==> src/hisPkg.sv <==
`default_nettype none

package hisPkg;

    // sequencer phases
    // COLLECT takes samples, the rest keep busy high
    typedef enum logic [1:0] {
        COLLECT,
        DRAIN,
        READOUT,
        CLEAR
    } seqState_t;

    // bin address width, 16 bins per pixel
    localparam int DEF_BIN_W = 4;

    // width of one bin counter
    localparam int DEF_COUNT_W = 8;

    // fine position width for the window edge
    localparam int DEF_FINE_W = 8;

    // pixels per acquisition
    localparam int DEF_PIXELS = 4;

    // samples per pixel per acquisition
    localparam int DEF_SAMPLES = 3;

    // acquisitions per histogram set
    localparam int DEF_ACQS = 2;

endpackage

`default_nettype wire

==> src/hisIf.sv <==
`timescale 1ns/10ps
`default_nettype none

// accepted sample, sequencer to bin memory
interface sampleIf import hisPkg::*; #(
    parameter int binW = DEF_BIN_W,
    parameter int pixelNum = DEF_PIXELS,
    localparam int pixW = (pixelNum > 1) ? $clog2(pixelNum) : 1
);
    logic            valid;
    logic [binW-1:0] addr;
    logic [pixW-1:0] pixel;
    logic            clear;

    modport master (output valid, addr, pixel, clear);
    modport slave (input valid, addr, pixel, clear);
endinterface

// updated bin, bin memory to peak tracker
interface binIf import hisPkg::*; #(
    parameter int binW = DEF_BIN_W,
    parameter int countW = DEF_COUNT_W,
    parameter int pixelNum = DEF_PIXELS,
    localparam int pixW = (pixelNum > 1) ? $clog2(pixelNum) : 1
);
    logic              valid;
    logic [binW-1:0]   addr;
    logic [pixW-1:0]   pixel;
    logic [countW-1:0] count;
    // clear one cycle behind the sample bus
    logic              clear;

    modport master (output valid, addr, pixel, count, clear);
    modport slave (input valid, addr, pixel, count, clear);
endinterface

`default_nettype wire

==> src/acqSequencer.sv <==
`timescale 1ns/10ps
`default_nettype none

module acqSequencer import hisPkg::*; #(
    parameter int binW = DEF_BIN_W,
    parameter int pixelNum = DEF_PIXELS,
    parameter int sampleNum = DEF_SAMPLES,
    parameter int acqNum = DEF_ACQS,
    localparam int pixW = (pixelNum > 1) ? $clog2(pixelNum) : 1,
    localparam int smpW = (sampleNum > 1) ? $clog2(sampleNum) : 1,
    localparam int acqW = (acqNum > 1) ? $clog2(acqNum) : 1
) (
    input  logic            clk,
    input  logic            combin_res,
    input  logic            wrEn,
    input  logic [binW-1:0] addr,
    input  logic            readDone,
    output logic            busy,
    output logic            readStart,
    sampleIf.master         smp
);

    seqState_t       state;
    logic [smpW-1:0] smpCnt;
    logic [pixW-1:0] pixCnt;
    logic [acqW-1:0] acqCnt;
    // second cycle of DRAIN or CLEAR
    logic            waitCnt;
    logic            accept;
    logic            lastSmp;
    logic            lastPix;
    logic            lastAcq;

    // only COLLECT takes samples
    assign busy = (state != COLLECT);
    // dropped while busy, never counted
    assign accept = wrEn && !busy;

    assign lastSmp = (smpCnt == smpW'(sampleNum - 1));
    assign lastPix = (pixCnt == pixW'(pixelNum - 1));
    assign lastAcq = (acqCnt == acqW'(acqNum - 1));

    always_ff @(posedge clk or negedge combin_res) begin
        if (!combin_res) begin
            state     <= COLLECT;
            smpCnt    <= '0;
            pixCnt    <= '0;
            acqCnt    <= '0;
            waitCnt   <= 1'b0;
            readStart <= 1'b0;
            smp.valid <= 1'b0;
            smp.clear <= 1'b0;
        end else begin
            // strobes default low
            smp.valid <= accept;
            readStart <= 1'b0;
            smp.clear <= 1'b0;
            case (state)
                COLLECT: begin
                    if (accept) begin
                        if (!lastSmp) begin
                            smpCnt <= smpCnt + 1'b1;
                        end else begin
                            smpCnt <= '0;
                            if (!lastPix) begin
                                pixCnt <= pixCnt + 1'b1;
                            end else begin
                                pixCnt <= '0;
                                if (!lastAcq) begin
                                    acqCnt <= acqCnt + 1'b1;
                                end else begin
                                    // set complete, all counters wrap to zero
                                    acqCnt <= '0;
                                    state  <= DRAIN;
                                end
                            end
                        end
                    end
                end
                DRAIN: begin
                    // two cycles for the last sample to reach the tracker
                    waitCnt <= !waitCnt;
                    if (waitCnt) begin
                        state     <= READOUT;
                        readStart <= 1'b1;
                    end
                end
                READOUT: begin
                    if (readDone) begin
                        state     <= CLEAR;
                        smp.clear <= 1'b1;
                    end
                end
                CLEAR: begin
                    // memory clears first, tracker one cycle later
                    waitCnt <= !waitCnt;
                    if (waitCnt) begin
                        state <= COLLECT;
                    end
                end
                default: begin
                    state <= COLLECT;
                end
            endcase
        end
    end

    // sample payload, qualified by smp.valid
    always_ff @(posedge clk) begin
        smp.addr  <= addr;
        smp.pixel <= pixCnt;
    end

endmodule

`default_nettype wire

==> src/binMemory.sv <==
`timescale 1ns/10ps
`default_nettype none

module binMemory import hisPkg::*; #(
    parameter int binW = DEF_BIN_W,
    parameter int countW = DEF_COUNT_W,
    parameter int pixelNum = DEF_PIXELS,
    localparam int pixW = (pixelNum > 1) ? $clog2(pixelNum) : 1,
    localparam int depth = pixelNum * (2 ** binW)
) (
    input  logic    clk,
    input  logic    combin_res,
    sampleIf.slave  smp,
    binIf.master    bin
);

    // one counter per bin of each pixel
    logic [countW-1:0]    mem [depth];
    // bin touched since the last clear
    logic [depth-1:0]     used;
    logic [pixW+binW-1:0] idx;
    logic [countW-1:0]    newCount;

    // pixel times bins per pixel plus address
    assign idx = {smp.pixel, smp.addr};

    // unused bin starts at one, stale contents ignored
    assign newCount = used[idx] ? mem[idx] + 1'b1 : countW'(1);

    // read and write hit the same register, back to back samples chain
    always_ff @(posedge clk) begin
        if (smp.valid) begin
            mem[idx] <= newCount;
        end
    end

    always_ff @(posedge clk or negedge combin_res) begin
        if (!combin_res) begin
            used <= '0;
        end else if (smp.clear) begin
            // whole histogram empties at once
            used <= '0;
        end else if (smp.valid) begin
            used[idx] <= 1'b1;
        end
    end

    // strobes toward the tracker
    always_ff @(posedge clk or negedge combin_res) begin
        if (!combin_res) begin
            bin.valid <= 1'b0;
            bin.clear <= 1'b0;
        end else begin
            bin.valid <= smp.valid;
            bin.clear <= smp.clear;
        end
    end

    // new count with its bin and pixel
    always_ff @(posedge clk) begin
        bin.addr  <= smp.addr;
        bin.pixel <= smp.pixel;
        bin.count <= newCount;
    end

endmodule

`default_nettype wire

==> src/hisBuilder.sv <==
`timescale 1ns/10ps
`default_nettype none

module hisBuilder import hisPkg::*; #(
    parameter int binW = DEF_BIN_W,
    parameter int countW = DEF_COUNT_W,
    parameter int fineW = DEF_FINE_W,
    parameter int pixelNum = DEF_PIXELS,
    parameter int sampleNum = DEF_SAMPLES,
    parameter int acqNum = DEF_ACQS,
    localparam int pixW = (pixelNum > 1) ? $clog2(pixelNum) : 1
) (
    input  logic              clk,
    input  logic              combin_res,
    input  logic              wrEn,
    input  logic [binW-1:0]   addr,
    output logic              busy,
    output logic              peakValid,
    output logic [pixW-1:0]   peakPixel,
    output logic [binW-1:0]   peakBin,
    output logic [countW-1:0] peakCount,
    output logic [fineW-1:0]  windowLow
);

    // readout handshake and tracker read port
    logic              readStart;
    logic              readDone;
    logic [pixW-1:0]   rdPixel;
    logic [binW-1:0]   rdBin;
    logic [countW-1:0] rdCount;

    sampleIf #(.binW(binW), .pixelNum(pixelNum)) smpBus ();
    binIf #(.binW(binW), .countW(countW), .pixelNum(pixelNum)) binBus ();

    // counters, state and clear command
    acqSequencer #(
        .binW(binW), .pixelNum(pixelNum), .sampleNum(sampleNum), .acqNum(acqNum)
    ) uSeq (
        .clk(clk), .combin_res(combin_res), .wrEn(wrEn), .addr(addr),
        .readDone(readDone), .busy(busy), .readStart(readStart), .smp(smpBus.master)
    );

    // histogram counters
    binMemory #(.binW(binW), .countW(countW), .pixelNum(pixelNum)) uMem (
        .clk(clk), .combin_res(combin_res), .smp(smpBus.slave), .bin(binBus.master)
    );

    // per pixel peak
    peakTracker #(.binW(binW), .countW(countW), .pixelNum(pixelNum)) uTrack (
        .clk(clk), .combin_res(combin_res), .rdPixel(rdPixel),
        .rdBin(rdBin), .rdCount(rdCount), .bin(binBus.slave)
    );

    // pixel walk and window edge
    peakReadout #(
        .binW(binW), .countW(countW), .fineW(fineW), .pixelNum(pixelNum)
    ) uRead (
        .clk(clk), .combin_res(combin_res), .readStart(readStart),
        .rdBin(rdBin), .rdCount(rdCount), .rdPixel(rdPixel), .readDone(readDone),
        .peakValid(peakValid), .peakPixel(peakPixel), .peakBin(peakBin),
        .peakCount(peakCount), .windowLow(windowLow)
    );

endmodule

`default_nettype wire

==> src/peakReadout.sv <==
`timescale 1ns/10ps
`default_nettype none

module peakReadout import hisPkg::*; #(
    parameter int binW = DEF_BIN_W,
    parameter int countW = DEF_COUNT_W,
    parameter int fineW = DEF_FINE_W,
    parameter int pixelNum = DEF_PIXELS,
    localparam int pixW = (pixelNum > 1) ? $clog2(pixelNum) : 1
) (
    input  logic              clk,
    input  logic              combin_res,
    input  logic              readStart,
    input  logic [binW-1:0]   rdBin,
    input  logic [countW-1:0] rdCount,
    output logic [pixW-1:0]   rdPixel,
    output logic              readDone,
    output logic              peakValid,
    output logic [pixW-1:0]   peakPixel,
    output logic [binW-1:0]   peakBin,
    output logic [countW-1:0] peakCount,
    output logic [fineW-1:0]  windowLow
);

    // one extra bit so centre plus half width cannot wrap
    localparam int fw1 = fineW + 1;
    localparam int halfW = 2 ** (binW - 1);
    localparam int fineMax = 2 ** fineW - 1;
    localparam int topEdge = 2 ** fineW - 2 * halfW;
    localparam logic [pixW-1:0] lastPix = pixW'(pixelNum - 1);

    logic           active;
    logic           step;
    logic [fw1-1:0] centre;
    logic [fineW-1:0] edgeLow;

    // readStart covers pixel 0, active the rest
    assign step = readStart || active;

    // peak bin scaled to fine resolution
    assign centre = fw1'(rdBin) << (fineW - binW);

    // window lower edge, clamped at both ends
    always_comb begin
        if (centre <= fw1'(halfW)) begin
            edgeLow = '0;
        end else if ((centre + fw1'(halfW)) > fw1'(fineMax)) begin
            edgeLow = fineW'(topEdge);
        end else begin
            edgeLow = fineW'(centre - fw1'(halfW));
        end
    end

    always_ff @(posedge clk or negedge combin_res) begin
        if (!combin_res) begin
            active    <= 1'b0;
            rdPixel   <= '0;
            peakValid <= 1'b0;
            readDone  <= 1'b0;
        end else begin
            peakValid <= step;
            // done one cycle after the last pixel
            readDone  <= peakValid && (peakPixel == lastPix);
            if (step) begin
                if (rdPixel == lastPix) begin
                    active  <= 1'b0;
                    rdPixel <= '0;
                end else begin
                    active  <= 1'b1;
                    rdPixel <= rdPixel + 1'b1;
                end
            end
        end
    end

    // result fields, qualified by peakValid
    always_ff @(posedge clk) begin
        if (step) begin
            peakPixel <= rdPixel;
            peakBin   <= rdBin;
            peakCount <= rdCount;
            windowLow <= edgeLow;
        end
    end

endmodule

`default_nettype wire

==> src/peakTracker.sv <==
`timescale 1ns/10ps
`default_nettype none

module peakTracker import hisPkg::*; #(
    parameter int binW = DEF_BIN_W,
    parameter int countW = DEF_COUNT_W,
    parameter int pixelNum = DEF_PIXELS,
    localparam int pixW = (pixelNum > 1) ? $clog2(pixelNum) : 1
) (
    input  logic              clk,
    input  logic              combin_res,
    input  logic [pixW-1:0]   rdPixel,
    output logic [binW-1:0]   rdBin,
    output logic [countW-1:0] rdCount,
    binIf.slave               bin
);

    // running peak per pixel
    logic [countW-1:0] maxCnt [pixelNum];
    logic [binW-1:0]   maxBin [pixelNum];
    logic              higher;

    // strict compare, first bin to reach a count keeps it
    assign higher = bin.valid && (bin.count > maxCnt[bin.pixel]);

    always_ff @(posedge clk or negedge combin_res) begin
        if (!combin_res) begin
            maxCnt <= '{default: '0};
            maxBin <= '{default: '0};
        end else if (bin.clear) begin
            // forwarded clear, histogram already empty
            maxCnt <= '{default: '0};
            maxBin <= '{default: '0};
        end else if (higher) begin
            maxCnt[bin.pixel] <= bin.count;
            maxBin[bin.pixel] <= bin.addr;
        end
    end

    // combinational read for the readout walk
    assign rdBin   = maxBin[rdPixel];
    assign rdCount = maxCnt[rdPixel];

endmodule

`default_nettype wire

==> config.mk <==
export PLATFORM = sky130hd
export DESIGN_NAME = hisBuilder
export DESIGN_NICKNAME = d
export VERILOG_FILES = /design/src/hisPkg.sv /design/src/hisIf.sv /design/src/acqSequencer.sv /design/src/binMemory.sv /design/src/hisBuilder.sv /design/src/peakReadout.sv /design/src/peakTracker.sv
export SDC_FILE = /design/constraint.sdc
export NUM_CORES = 1
export LEC_CHECK = 0
export ABC_AREA = 1
export BUFFER_PORTS_ARGS = -buffer_cell sky130_fd_sc_hd__clkbuf_2
export CAP_MARGIN = 25
export CELL_PAD_IN_SITES_DETAIL_PLACEMENT = 1
export CELL_PAD_IN_SITES_GLOBAL_PLACEMENT = 2
export CORE_MARGIN = 2
export CORE_UTILIZATION = 45
export DETAILED_ROUTE_END_ITERATION = 8
export HOLD_SLACK_MARGIN = 0.02
export PLACE_DENSITY = 0.95
export SETUP_SLACK_MARGIN = 0.5
export SYNTH_ARGS = -nofsm -noshare
export SYNTH_HDL_FRONTEND = slang
export SYNTH_SLANG_ARGS = --single-unit
==> constraint.sdc <==
create_clock -name clk -period 10.9 [get_ports clk]
set_input_delay 0 -clock clk [delete_from_list [all_inputs] [get_ports clk]]
set_output_delay 0 -clock clk [all_outputs]
set_load 0.01 [all_outputs]
==> flow_metrics.py, run 1 <==
metrics = {
    "yosys": {
        "yosys_warnings": 0,
        "ys_ff_latch": 681,
        "yosys.area.top_type": "edfxtp_1",
        "ys_seq_area_share_pct": 68.3,
        "synth-simple-area-share_pct": 22.1,
        "synth_cell_type_count": 43,
        "syn_inst": 2850,
        "synth-compound-area-share_pct": 4.60,
        "async_flop_share_pct": 19.1,
        "synth-xor-area-share_pct": 0.0305,
        "synth_area_leaders": "edfxtp_1 (56%), nand2_1 (15%), dfrtp_1 (11%), nor2_1 (5.3%), inv_1 (2.1%)",
        "synth_top_area_share_pct": 55.5,
        "synth_flop_cell": "edfxtp_1",
        "synth_adder_area_share_pct": 0.697,
        "syn_area_mm2": 0.0287,
        "synth_top_family_by_area": "simple AND/OR/NAND/NOR gates",
        "muxShareOfSynthArea_pct": 0.0392,
        "synth_edf_count": 531,
        "synth.avg_cell_area_um2": 10.1,
    },
    "worst_setup_path": {
        "crit_chain": "buf_4, inv_2, nor2_4, nand2_1, o22ai_1, nor2_1, nand2_1, nand2_1, nand4_1, nor2_1, nand3_1, nand2_1, nor2_4, buf_4",
        "end_kind": "flop",
        "crit_family": "simple AND/OR/NAND/NOR gates",
        "r2r-start": "uSeq.smp.addr[2]$_DFF_P_",
        "crit_end": "uMem.mem[19][7]$_DFFE_PP_",
        "path_max_fanout": 34,
        "regToRegSetupSlack_ns": 5.59,
        "slowest_delay_ns": 0.80,
        "crit_path_start": "uSeq.smp.addr[2]$_DFF_P_",
        "required_ns": 11.28,
        "crit_path_top_delay_cell": "dfxtp_2",
        "critical_path_class": "reg2reg",
        "reg2reg_to": "uMem.mem[19][7]$_DFFE_PP_",
        "reg2reg_depth": 14,
        "path_common_cell": "nand2_1",
        "cp.depth": 14,
        "startpoint_type": "flop",
        "cp.arrival_ns": 5.69,
        "crit_buf_inv": 3,
    },
    "clock_network": {
        "cts_sinks": 681,
        "cts-buffers-inserted": 73,
        "cts.htree.levels": 3,
        "cts_setup_buffers": 0,
        "tritoncts": "built",
        "cts_buffer_depth": 3,
        "cts.repair.resized": 0,
        "cts_root_buf": "clkbuf_16",
        "path_clk_slew_ns": 0.06,
        "clock_latency_ns": 0.63,
    },
    "power_and_ir_drop": {
        "irDropWorstVdd_mv": 0.228,
        "p_leak_nw": 13.7,
        "fin_total_pwr_mw": 7.96,
        "power_density_mw_per_mm2": 245,
    },
    "place": {
        "hpwlAfterDp_mm": 51.5,
        "place_ws_ns": 5.74,
        "placed_cells": 3634,
        "place.gp.congestion": 0.913,
        "placed_cell_area_mm2": 0.0296,
        "port_buffers": 27,
    },
    "route": {
        "dr.pass1.iters": 5,
        "post_drt_wl_per_cell_um": 22.6,
        "ant_nets": 0,
        "vias": 21000,
        "drt_wl_total_mm": 85.9,
        "drtIter0Drc": 1865,
        "drc": 0,
        "viasPerCell": 5.52,
    },
    "finish": {
        "stdcell_count": 3806,
        "antenna_cells": 0,
        "fin_nets": 2924,
        "drive_above_1_share_pct": 8.58,
        "fillerInstances": 7009,
        "final_util_pct": 51.5,
        "syn_to_final_growth_pct": 13.2,
        "finalInstanceArea_mm2": 0.0325,
    },
    "sta": {
        "timing.final.hold_violations": 0,
        "worstMarginPinSlew_ns": 1.12,
        "period_share_pct": 48.8,
        "rsz0062_at_grt": "false",
        "slew_violations": 0,
        "setup_viol": 0,
        "final.setup.worst_slack_ns": 5.59,
        "slew_headroom_pct": 25.1,
        "clock_skew_ns": 0.0363,
        "period_needed_ns": 5.31,
        "fin_tns_setup_ns": 0,
        "fmax_ghz": 0.188,
        "hold_ws_ns": 0.0758,
    },
    "die": {
        "die_h_um": 257,
        "core_mm2": 0.0631,
        "num_rows": 92,
        "initial_core_util_pct": 45.5,
        "dieArea_mm2": 0.0658,
        "io_pins": 31,
        "die_x_um": 257,
    },
    "min_path": {
        "hp-class": "in2reg",
    },
    "global_routing": {
        "grt_use_total_pct": 25.8,
        "grt_pass1_wl_mm": 130,
        "grt_pass1_vias": 22100,
        "antenna_found_initial": 1,
        "grt_max_degree": 123,
        "grt-ovfl-total": 0,
    },
    "flow_run": {
        "max-cap-violations": 0,
    },
    "run_status": {
        "status": "finished clean",
    },
}
-- flip-flops by register name, indices dropped and copies added, names as in the netlist, 2 cells and up --
signal / cells
uMem.bin.addr: 4
uSeq.smp.addr: 4
uRead.peakCount: 8
uRead.rdPixel: 2
uSeq.smp.pixel: 2
uTrack.maxBin: 16
uRead.peakBin: 4
uMem.bin.count: 8
uMem.bin.pixel: 2
uRead.windowLow: 5
uSeq.pixCnt: 2
uSeq.state: 2
uRead.peakPixel: 2
uMem.mem: 512
uMem.used: 64
uSeq.smpCnt: 2
uTrack.maxCnt: 32
-- where the power goes --
group / switching, mW / internal (mW)
registers: 0.177 / 3.52
logic: 1.32 / 0.387
clock network: 1.04 / 1.51
-- synth_stat cells (2+ instances only) --
master / n
inv_1: 162
buf_6: 2
nand4_1: 8
or2_2: 22
o21ai_1: 25
nand2_1: 1130
a221oi_1: 7
dfxtp_1: 20
nand3_1: 36
inv_2: 4
a32oi_1: 2
nor3_1: 7
nor2_1: 404
clkbuf_1: 36
nor2_4: 3
o211ai_1: 13
buf_2: 61
dfrtp_1: 130
nor3_2: 8
ha_1: 16
a21oi_1: 37
o21ai_0: 107
nand2_2: 2
edfxtp_1: 531
buf_1: 9
o22a_1: 3
o22ai_1: 36
buf_4: 14
-- final cells by class --
cell class	instances	area, µm²	share of cell area [%]
clock inverters	34	358	1.10
well taps	846	1060	3.26
flip-flops and latches	681	19600	60.3
clock buffers	100	2090	6.44
inverters	167	632	1.94
repair buffers	96	818	2.52
multi-input cells	1882	7940	24.4
-- cell families (layout without fill, tap and decap cells) --
kind of cell,count (synthesis),after routing
multiplexers,1,1
XOR/XNOR,1,1
adder cells (fa/ha/maj),16,16
buffers and inverters,289,397
other,1,3
AND/OR/NAND/NOR,1626,1626
flip-flops,681,681
AO/OA/AOI/OAI,235,235
-- how the worst min path moves through the flow --
stage	to	cells after the start	startpoint
after floorplan	uMem.bin.clear$_DFF_PN0_	0	combin_res
after global placement	uTrack.maxCnt[20]$_DFFE_PN0P_	1	combin_res
after detailed placement	uTrack.maxCnt[4]$_DFFE_PN0P_	1	combin_res
after CTS	uSeq.smp.addr[3]$_DFF_P_	2	addr[3]
after global routing	uSeq.smp.addr[1]$_DFF_P_	2	addr[1]
final	uSeq.smp.addr[3]$_DFF_P_	2	addr[3]
-- cells in the final DEF (no fill, tap or decap), drive strengths merged, types with 16 or more instances in the layout --
cell    synthesis  final
or2            23     23
inv           166    169
edfxtp        531    531
clkbuf         36    126
dfrtp         130    130
nand2        1133   1133
o21ai         132    132
o22ai          36     36
nor2          408    408
dfxtp          20     20
clkinv          1     23
a21oi          37     37
nand3          36     36
ha             16     16
buf            86     63
-- timing repair --
item	in CTS	in global routing
hold endpoints to repair	69	0
endpoints found under the setup margin	0	0
hold buffers	8	0
-- layer usage --
metal  global-route usage (%)  wire [µm]
met1                     33.2      35500
met2                     43.8      42500
met3                     4.46       5300
met4                     9.95       2670
met5                        0          0
Power figures use the tool's default switching activity.
==> inputs of run 2 (changes only) <==
--- a/config.mk
+++ b/config.mk
@@ -5,16 +5,16 @@
 export SDC_FILE = /design/constraint.sdc
 export NUM_CORES = 1
 export LEC_CHECK = 0
-export ABC_AREA = 1
+export ABC_AREA = 0
 export BUFFER_PORTS_ARGS = -buffer_cell sky130_fd_sc_hd__clkbuf_2
 export CAP_MARGIN = 25
 export CELL_PAD_IN_SITES_DETAIL_PLACEMENT = 1
 export CELL_PAD_IN_SITES_GLOBAL_PLACEMENT = 2
 export CORE_MARGIN = 2
-export CORE_UTILIZATION = 45
+export CORE_UTILIZATION = 47
 export DETAILED_ROUTE_END_ITERATION = 8
 export HOLD_SLACK_MARGIN = 0.02
-export PLACE_DENSITY = 0.95
+export PLACE_DENSITY = 0.91
 export SETUP_SLACK_MARGIN = 0.5
 export SYNTH_ARGS = -nofsm -noshare
 export SYNTH_HDL_FRONTEND = slang
==> constraint.sdc (replaced) <==
create_clock -name clk -period 5.5 [get_ports clk]
set_input_delay 0 -clock clk [delete_from_list [all_inputs] [get_ports clk]]
set_output_delay 0 -clock clk [all_outputs]
set_load 0.01 [all_outputs]
==> flow_metrics.py, run 2 <==
metrics = {
    "worst_setup_path": {
        "crit_path_start": "uSeq.smp.addr[2]$_DFF_P_",
        "critical_path_class": "reg2reg",
        "cp.depth": 9,
        "crit_buf_inv": 3,
        "reg2reg_to": "uMem.mem[13][0]$_DFFE_PP_",
        "reg2reg_depth": 9,
        "r2r-start": "uSeq.smp.addr[2]$_DFF_P_",
        "crit_chain": "buf_4, inv_2, o311ai_0, a21oi_1, o21ai_0, a21oi_1, or3b_1, nand2b_4, buf_4",
        "path_max_fanout": 57,
        "end_kind": "flop",
        "crit_end": "uMem.mem[13][0]$_DFFE_PP_",
        "startpoint_type": "flop",
        "slowest_delay_ns": 0.90,
        "regToRegSetupSlack_ns": 0.71,
        "crit_family": "simple AND/OR/NAND/NOR gates",
        "cp.arrival_ns": 5.16,
        "required_ns": 5.87,
        "crit_path_top_delay_cell": "dfxtp_4",
    },
    "die": {
        "dieArea_mm2": 0.0602,
        "die_h_um": 245,
        "initial_core_util_pct": 47.5,
        "core_mm2": 0.0577,
        "io_pins": 31,
        "die_x_um": 245,
        "num_rows": 88,
    },
    "flow_run": {
        "max-cap-violations": 0,
    },
    "sta": {
        "fin_tns_setup_ns": 0,
        "fmax_ghz": 0.209,
        "setup_viol": 0,
        "final.setup.worst_slack_ns": 0.710,
        "rsz0062_at_grt": "false",
        "period_share_pct": 87.1,
        "slew_headroom_pct": 26.6,
        "slew_violations": 0,
        "timing.final.hold_violations": 0,
        "clock_skew_ns": 0.0425,
        "period_needed_ns": 4.79,
        "worstMarginPinSlew_ns": 1.10,
    },
    "global_routing": {
        "grt-ovfl-total": 0,
        "grt_pass1_wl_mm": 126,
        "antenna_found_initial": 4,
        "grt_use_total_pct": 29.0,
        "grt_pass1_vias": 18000,
        "grt_max_degree": 85,
    },
    "yosys": {
        "synth.most_common_cell": "edfxtp_1",
        "synth.avg_cell_area_um2": 15.4,
        "yosys.area.top_type": "edfxtp_1",
        "ys_seq_area_share_pct": 71.5,
        "async_flop_share_pct": 19.1,
        "synth_top_area_share_pct": 58.2,
        "netlist_top_cells_count": "edfxtp_1 (531), nor2_1 (267), dfrtp_1 (130)",
        "synth_cell_type_count": 72,
        "yosys_warnings": 0,
        "synth_edf_count": 531,
        "syn_inst": 1774,
        "ys_ff_latch": 681,
        "synth_flop_cell": "edfxtp_1",
        "syn_area_mm2": 0.0274,
        "synth_area_leaders": "edfxtp_1 (58%), dfrtp_1 (12%), mux4_2 (4.1%), mux2i_1 (3.9%), nor2_1 (3.7%)",
    },
    "power_and_ir_drop": {
        "irDropWorstVdd_mv": 0.330,
        "fin_total_pwr_mw": 16.1,
        "power_density_mw_per_mm2": 515,
        "p_leak_nw": 11.2,
    },
    "route": {
        "vias": 17300,
        "routed-wl-met2_mm": 41.2,
        "drt_wl_total_mm": 86.4,
        "dr.pass1.iters": 5,
        "topRoutingLayerUsed": "met5",
        "post_drt_wl_per_cell_um": 32.1,
        "drc": 0,
        "viasPerCell": 6.44,
        "wl_met1_mm": 32.4,
        "drtIter0Drc": 2509,
        "wl_met3_mm": 8.36,
        "ant_nets": 0,
    },
    "min_path": {
        "hp-class": "in2reg",
    },
    "place": {
        "placed_cell_area_mm2": 0.0287,
        "place_ws_ns": 0.765,
        "hpwlAfterDp_mm": 54.3,
        "port_buffers": 27,
        "place.gp.congestion": 0.927,
    },
    "clock_network": {
        "cts_sinks": 681,
        "cts-buffers-inserted": 72,
        "path_clk_slew_ns": 0.06,
        "cts_buffer_depth": 3,
        "tritoncts": "built",
        "clock_latency_ns": 0.64,
        "cts_root_buf": "clkbuf_16",
        "cts.htree.levels": 3,
    },
    "finish": {
        "largest_reg_flops": 512,
        "fin_nets": 1891,
        "syn_to_final_growth_pct": 14.1,
        "reg.largest.list": "uMem.mem x512, uMem.used x64, uTrack.maxCnt x32",
        "final_util_pct": 54.2,
        "regMostFlops": "uMem.mem",
        "layout_common_cells": "edfxtp_1 (531), nor2_1 (258), dfrtp_1 (129)",
        "drive_above_1_share_pct": 18.9,
        "finalInstanceArea_mm2": 0.0313,
        "layout_commonest_cell": "edfxtp_1",
    },
    "run_status": {
        "status": "finished clean",
    },
}
run 2: cell types whose count changed after synthesis, sizes merged, moves of 39 or more:
cell   delta
mux4     +50
mux2     +42
inv     -144
nand2  -1092
o21ai   -106
a22oi    +39
nor2    -141
mux2i   +107
run 2: cells by family after synthesis:
group,after synthesis,synth area share [%]
compound gates,278,7.16
fa+ha+maj,16,0.731
xor+xnor,4,0.128
mux,200,9.80
buf+inv,138,2.71
other cells,1,0.0137
simple gates,456,7.94
flops,681,71.5
run 2: worst min path at each step:
stage | from | end | slack [ns] | cells past startpoint
global placement | combin_res | uRead.peakValid$_DFF_PN0_ | 0.04 | 1
global route | addr[3] | uSeq.smp.addr[3]$_DFF_P_ | 0.05 | 2
floorplan | combin_res | uMem.bin.clear$_DFF_PN0_ | -0.30 | 0
CTS | addr[3] | uSeq.smp.addr[3]$_DFF_P_ | 0.02 | 2
detailed placement | combin_res | uTrack.maxBin[1]$_DFFE_PN0P_ | 0.04 | 1
finish | addr[3] | uSeq.smp.addr[3]$_DFF_P_ | 0.04 | 2
run 2: layout make-up:
type | instances | area, µm²
repair buffers | 132 | 1110
fillers | 5425 | 26400
inverters | 24 | 90.1
clock inverters | 32 | 332
clock buffers | 99 | 2000
flip-flops and latches | 681 | 19600
multi-input cells | 957 | 7170
diodes | 1 | 2.50
well taps | 765 | 957
run 2: metrics by stage:
stage	std cells	hold WS [ns]
after floorplan	1776	-0.296
after global placement	2523	0.0359
after detailed placement	2536	0.0419
after CTS	2675	0.0245
after global routing	2691	0.0516
final	2691	0.0368
run 2: routing by layer:
metal / GRT usage (%) / vias up
met5: 0.245 / -
met1: 37.9 / 8942
li1: - / 7012
met4: 14.9 / 4
met2: 45.9 / 1102
met3: 6.43 / 278
run 2: power by group:
part	internal, mW	leakage, nW	switching (mW)
sequential	7.17	6.71	0.519
clock	2.84	1.16	2.05
combinational	1.09	3.35	2.44
run 2: repair_timing:
action,CTS,global route
hold buffers,8,0
setup endpoints to repair,0,32
setup buffers,0,2
hold endpoints to repair,73,0
resized for setup,0,2
run 2: worst reg2reg max path, cell delays in order (launching register included):
cell	delay (ns)
dfxtp_4	0.90
buf_4	0.48
inv_2	0.31
o311ai_0	0.53
a21oi_1	0.27
o21ai_0	0.23
a21oi_1	0.08
or3b_1	0.75
nand2b_4	0.53
buf_4	0.44
==> inputs of run 3 (changes only) <==
--- a/config.mk
+++ b/config.mk
@@ -12,9 +12,10 @@
 export CELL_PAD_IN_SITES_GLOBAL_PLACEMENT = 2
 export CORE_MARGIN = 2
 export CORE_UTILIZATION = 47
+export CTS_CLUSTER_DIAMETER = 30
 export DETAILED_ROUTE_END_ITERATION = 8
 export HOLD_SLACK_MARGIN = 0.02
-export PLACE_DENSITY = 0.91
+export PLACE_DENSITY_LB_ADDON = 0.25
 export SETUP_SLACK_MARGIN = 0.5
 export SYNTH_ARGS = -nofsm -noshare
 export SYNTH_HDL_FRONTEND = slang
==> flow_metrics.py, run 3 (same netlist as run 2, synthesis figures left out) <==
metrics = {
    "sta": {
        "period_needed_ns": 4.67,
        "worstMarginPinSlew_ns": 1.15,
        "fin_tns_setup_ns": 0,
        "slew_headroom_pct": 23.0,
        "rsz0062_at_grt": "false",
        "clock_skew_ns": 0.0302,
        "slew_violations": 0,
        "period_share_pct": 85.0,
        "setup_viol": 0,
        "fmax_ghz": 0.214,
        "timing.final.hold_violations": 0,
        "final.setup.worst_slack_ns": 0.825,
        "hold_ws_ns": 0.266,
    },
    "power_and_ir_drop": {
        "p_leak_nw": 12.4,
        "swShare_pct": 29.0,
        "fin_total_pwr_mw": 19.8,
        "p_sw_mw": 5.72,
        "p_clk_share_pct": 43.2,
        "irDropWorstVdd_mv": 0.446,
        "power_frac_seq_pct": 39.2,
        "power_frac_comb_pct": 17.6,
        "power_density_mw_per_mm2": 586,
        "p_int_mw": 14.0,
    },
    "finish": {
        "layout_common_cells": "edfxtp_1 (531), nor2_1 (263), clkbuf_16 (136)",
        "stdcell_count": 2818,
        "largest_reg_flops": 512,
        "reg.largest.list": "uMem.mem x512, uMem.used x64, uTrack.maxCnt x32",
        "layout_commonest_cell": "edfxtp_1",
        "finalInstanceArea_mm2": 0.0337,
        "drive_above_1_share_pct": 23.5,
        "final_util_pct": 58.4,
        "syn_to_final_growth_pct": 23.0,
        "regMostFlops": "uMem.mem",
        "fin_nets": 1962,
    },
    "global_routing": {
        "grt_max_degree": 88,
        "grt_pass1_wl_mm": 126,
        "grt_pass1_vias": 18300,
        "antenna_found_initial": 10,
        "grt-ovfl-total": 0,
        "grt_use_total_pct": 29.4,
    },
    "route": {
        "drtIter0Drc": 1828,
        "viasPerCell": 6.19,
        "vias": 17500,
        "dr.pass1.iters": 6,
        "drt_wl_total_mm": 86.5,
        "post_drt_wl_per_cell_um": 30.7,
        "ant_nets": 0,
        "drc": 0,
    },
    "die": {
        "dieArea_mm2": 0.0602,
        "io_pins": 31,
        "die_x_um": 245,
        "core_mm2": 0.0577,
        "die_h_um": 245,
        "num_rows": 88,
        "initial_core_util_pct": 47.5,
    },
    "place": {
        "place.gp.congestion": 0.950,
        "placed_cell_area_mm2": 0.0287,
        "placed_cells": 2540,
        "place_ws_ns": 0.893,
        "hpwlAfterDp_mm": 53.2,
        "port_buffers": 27,
    },
    "worst_setup_path": {
        "cp.arrival_ns": 5.11,
        "startpoint_type": "flop",
        "r2r-start": "uSeq.smp.addr[1]$_DFF_P_",
        "regToRegSetupSlack_ns": 0.83,
        "end_kind": "flop",
        "reg2reg_to": "uMem.mem[26][3]$_DFFE_PP_",
        "path_max_fanout": 41,
        "reg2reg_depth": 11,
        "critical_path_class": "reg2reg",
        "required_ns": 5.93,
    },
    "clock_network": {
        "cts-buffers-inserted": 132,
        "cts_setup_buffers": 0,
        "cts_sinks": 681,
        "cts_buffer_depth": 3,
        "path_clk_slew_ns": 0.05,
        "tritoncts": "built",
        "cts.htree.levels": 4,
        "cts_root_buf": "clkbuf_16",
        "clock_latency_ns": 0.72,
    },
    "run_status": {
        "status": "finished clean",
    },
    "flow_run": {
        "max-cap-violations": 0,
    },
    "min_path": {
        "hold_depth": 4,
        "hp-class": "in2reg",
        "hold_end": "uSeq.smp.valid$_DFF_PN0_",
        "hp-start": "wrEn",
    },
}
## run 3: metal layers
layer / up-vias / track usage (%) / share of wire (%)
met5: - / 0 / 0.080
met4: 10 / 13.6 / 4.0
met3: 219 / 9.75 / 9.9
met2: 928 / 43.7 / 45
met1: 9072 / 39.3 / 41
li1: 7222 / - / -
## run 3: how the worst max path moves through the flow
stage | depth (start not counted) | end | from | slack (ns)
4_1_cts | 11 | uMem.mem[50][3]$_DFFE_PP_ | uSeq.smp.addr[1]$_DFF_P_ | 0.87
3_3_place_gp | 11 | uMem.mem[28][3]$_DFFE_PP_ | uSeq.smp.addr[1]$_DFF_P_ | 0.99
3_5_place_dp | 11 | uMem.mem[30][3]$_DFFE_PP_ | uSeq.smp.addr[1]$_DFF_P_ | 0.89
2_1_floorplan | 9 | uMem.mem[0][4]$_DFFE_PP_ | uSeq.smp.addr[0]$_DFF_P_ | 1.14
5_1_grt | 11 | uMem.mem[26][3]$_DFFE_PP_ | uSeq.smp.addr[1]$_DFF_P_ | 0.65
6_report | 11 | uMem.mem[26][3]$_DFFE_PP_ | uSeq.smp.addr[1]$_DFF_P_ | 0.83
## run 3: repair_timing
| action | 4_1_cts | 5_1_grt |
|---|---|---|
| hold endpoints to repair | 99 | 0 |
| resized for setup | 0 | 0 |
| hold buffers | 12 | 0 |
## run 3: layout make-up
type	count	area, µm²
well taps	765	957
clock inverters	88	1200
diodes	3	7.51
fillers	5284	24000
multi-input cells	957	7140
flip-flops and latches	681	19600
clock buffers	157	3550
inverters	24	90.1
repair buffers	143	1150
## run 3: worst max-delay path: stages (launching register included)
cell and delay, ns:
dfxtp_4 0.65, buf_4 0.35, nand2b_1 0.55, o22a_1 0.40, a31oi_1 0.45, nor4_1 0.14, buf_4 0.20, o2111ai_1 0.20
and2_0 0.44, a21oi_1 0.19, a211oi_4 0.25, buf_4 0.48
## run 3: power by group through the flow
stage | logic, mW | clock network (mW) | registers (mW)
3_3_place_gp | 3.27 | 0 | 7.77
2_1_floorplan | 2.01 | 0 | 7.60
4_1_cts | 3.46 | 8.61 | 7.72
6_report | 3.48 | 8.53 | 7.74
5_1_grt | 3.78 | 8.86 | 7.79
3_5_place_dp | 3.42 | 0 | 7.79
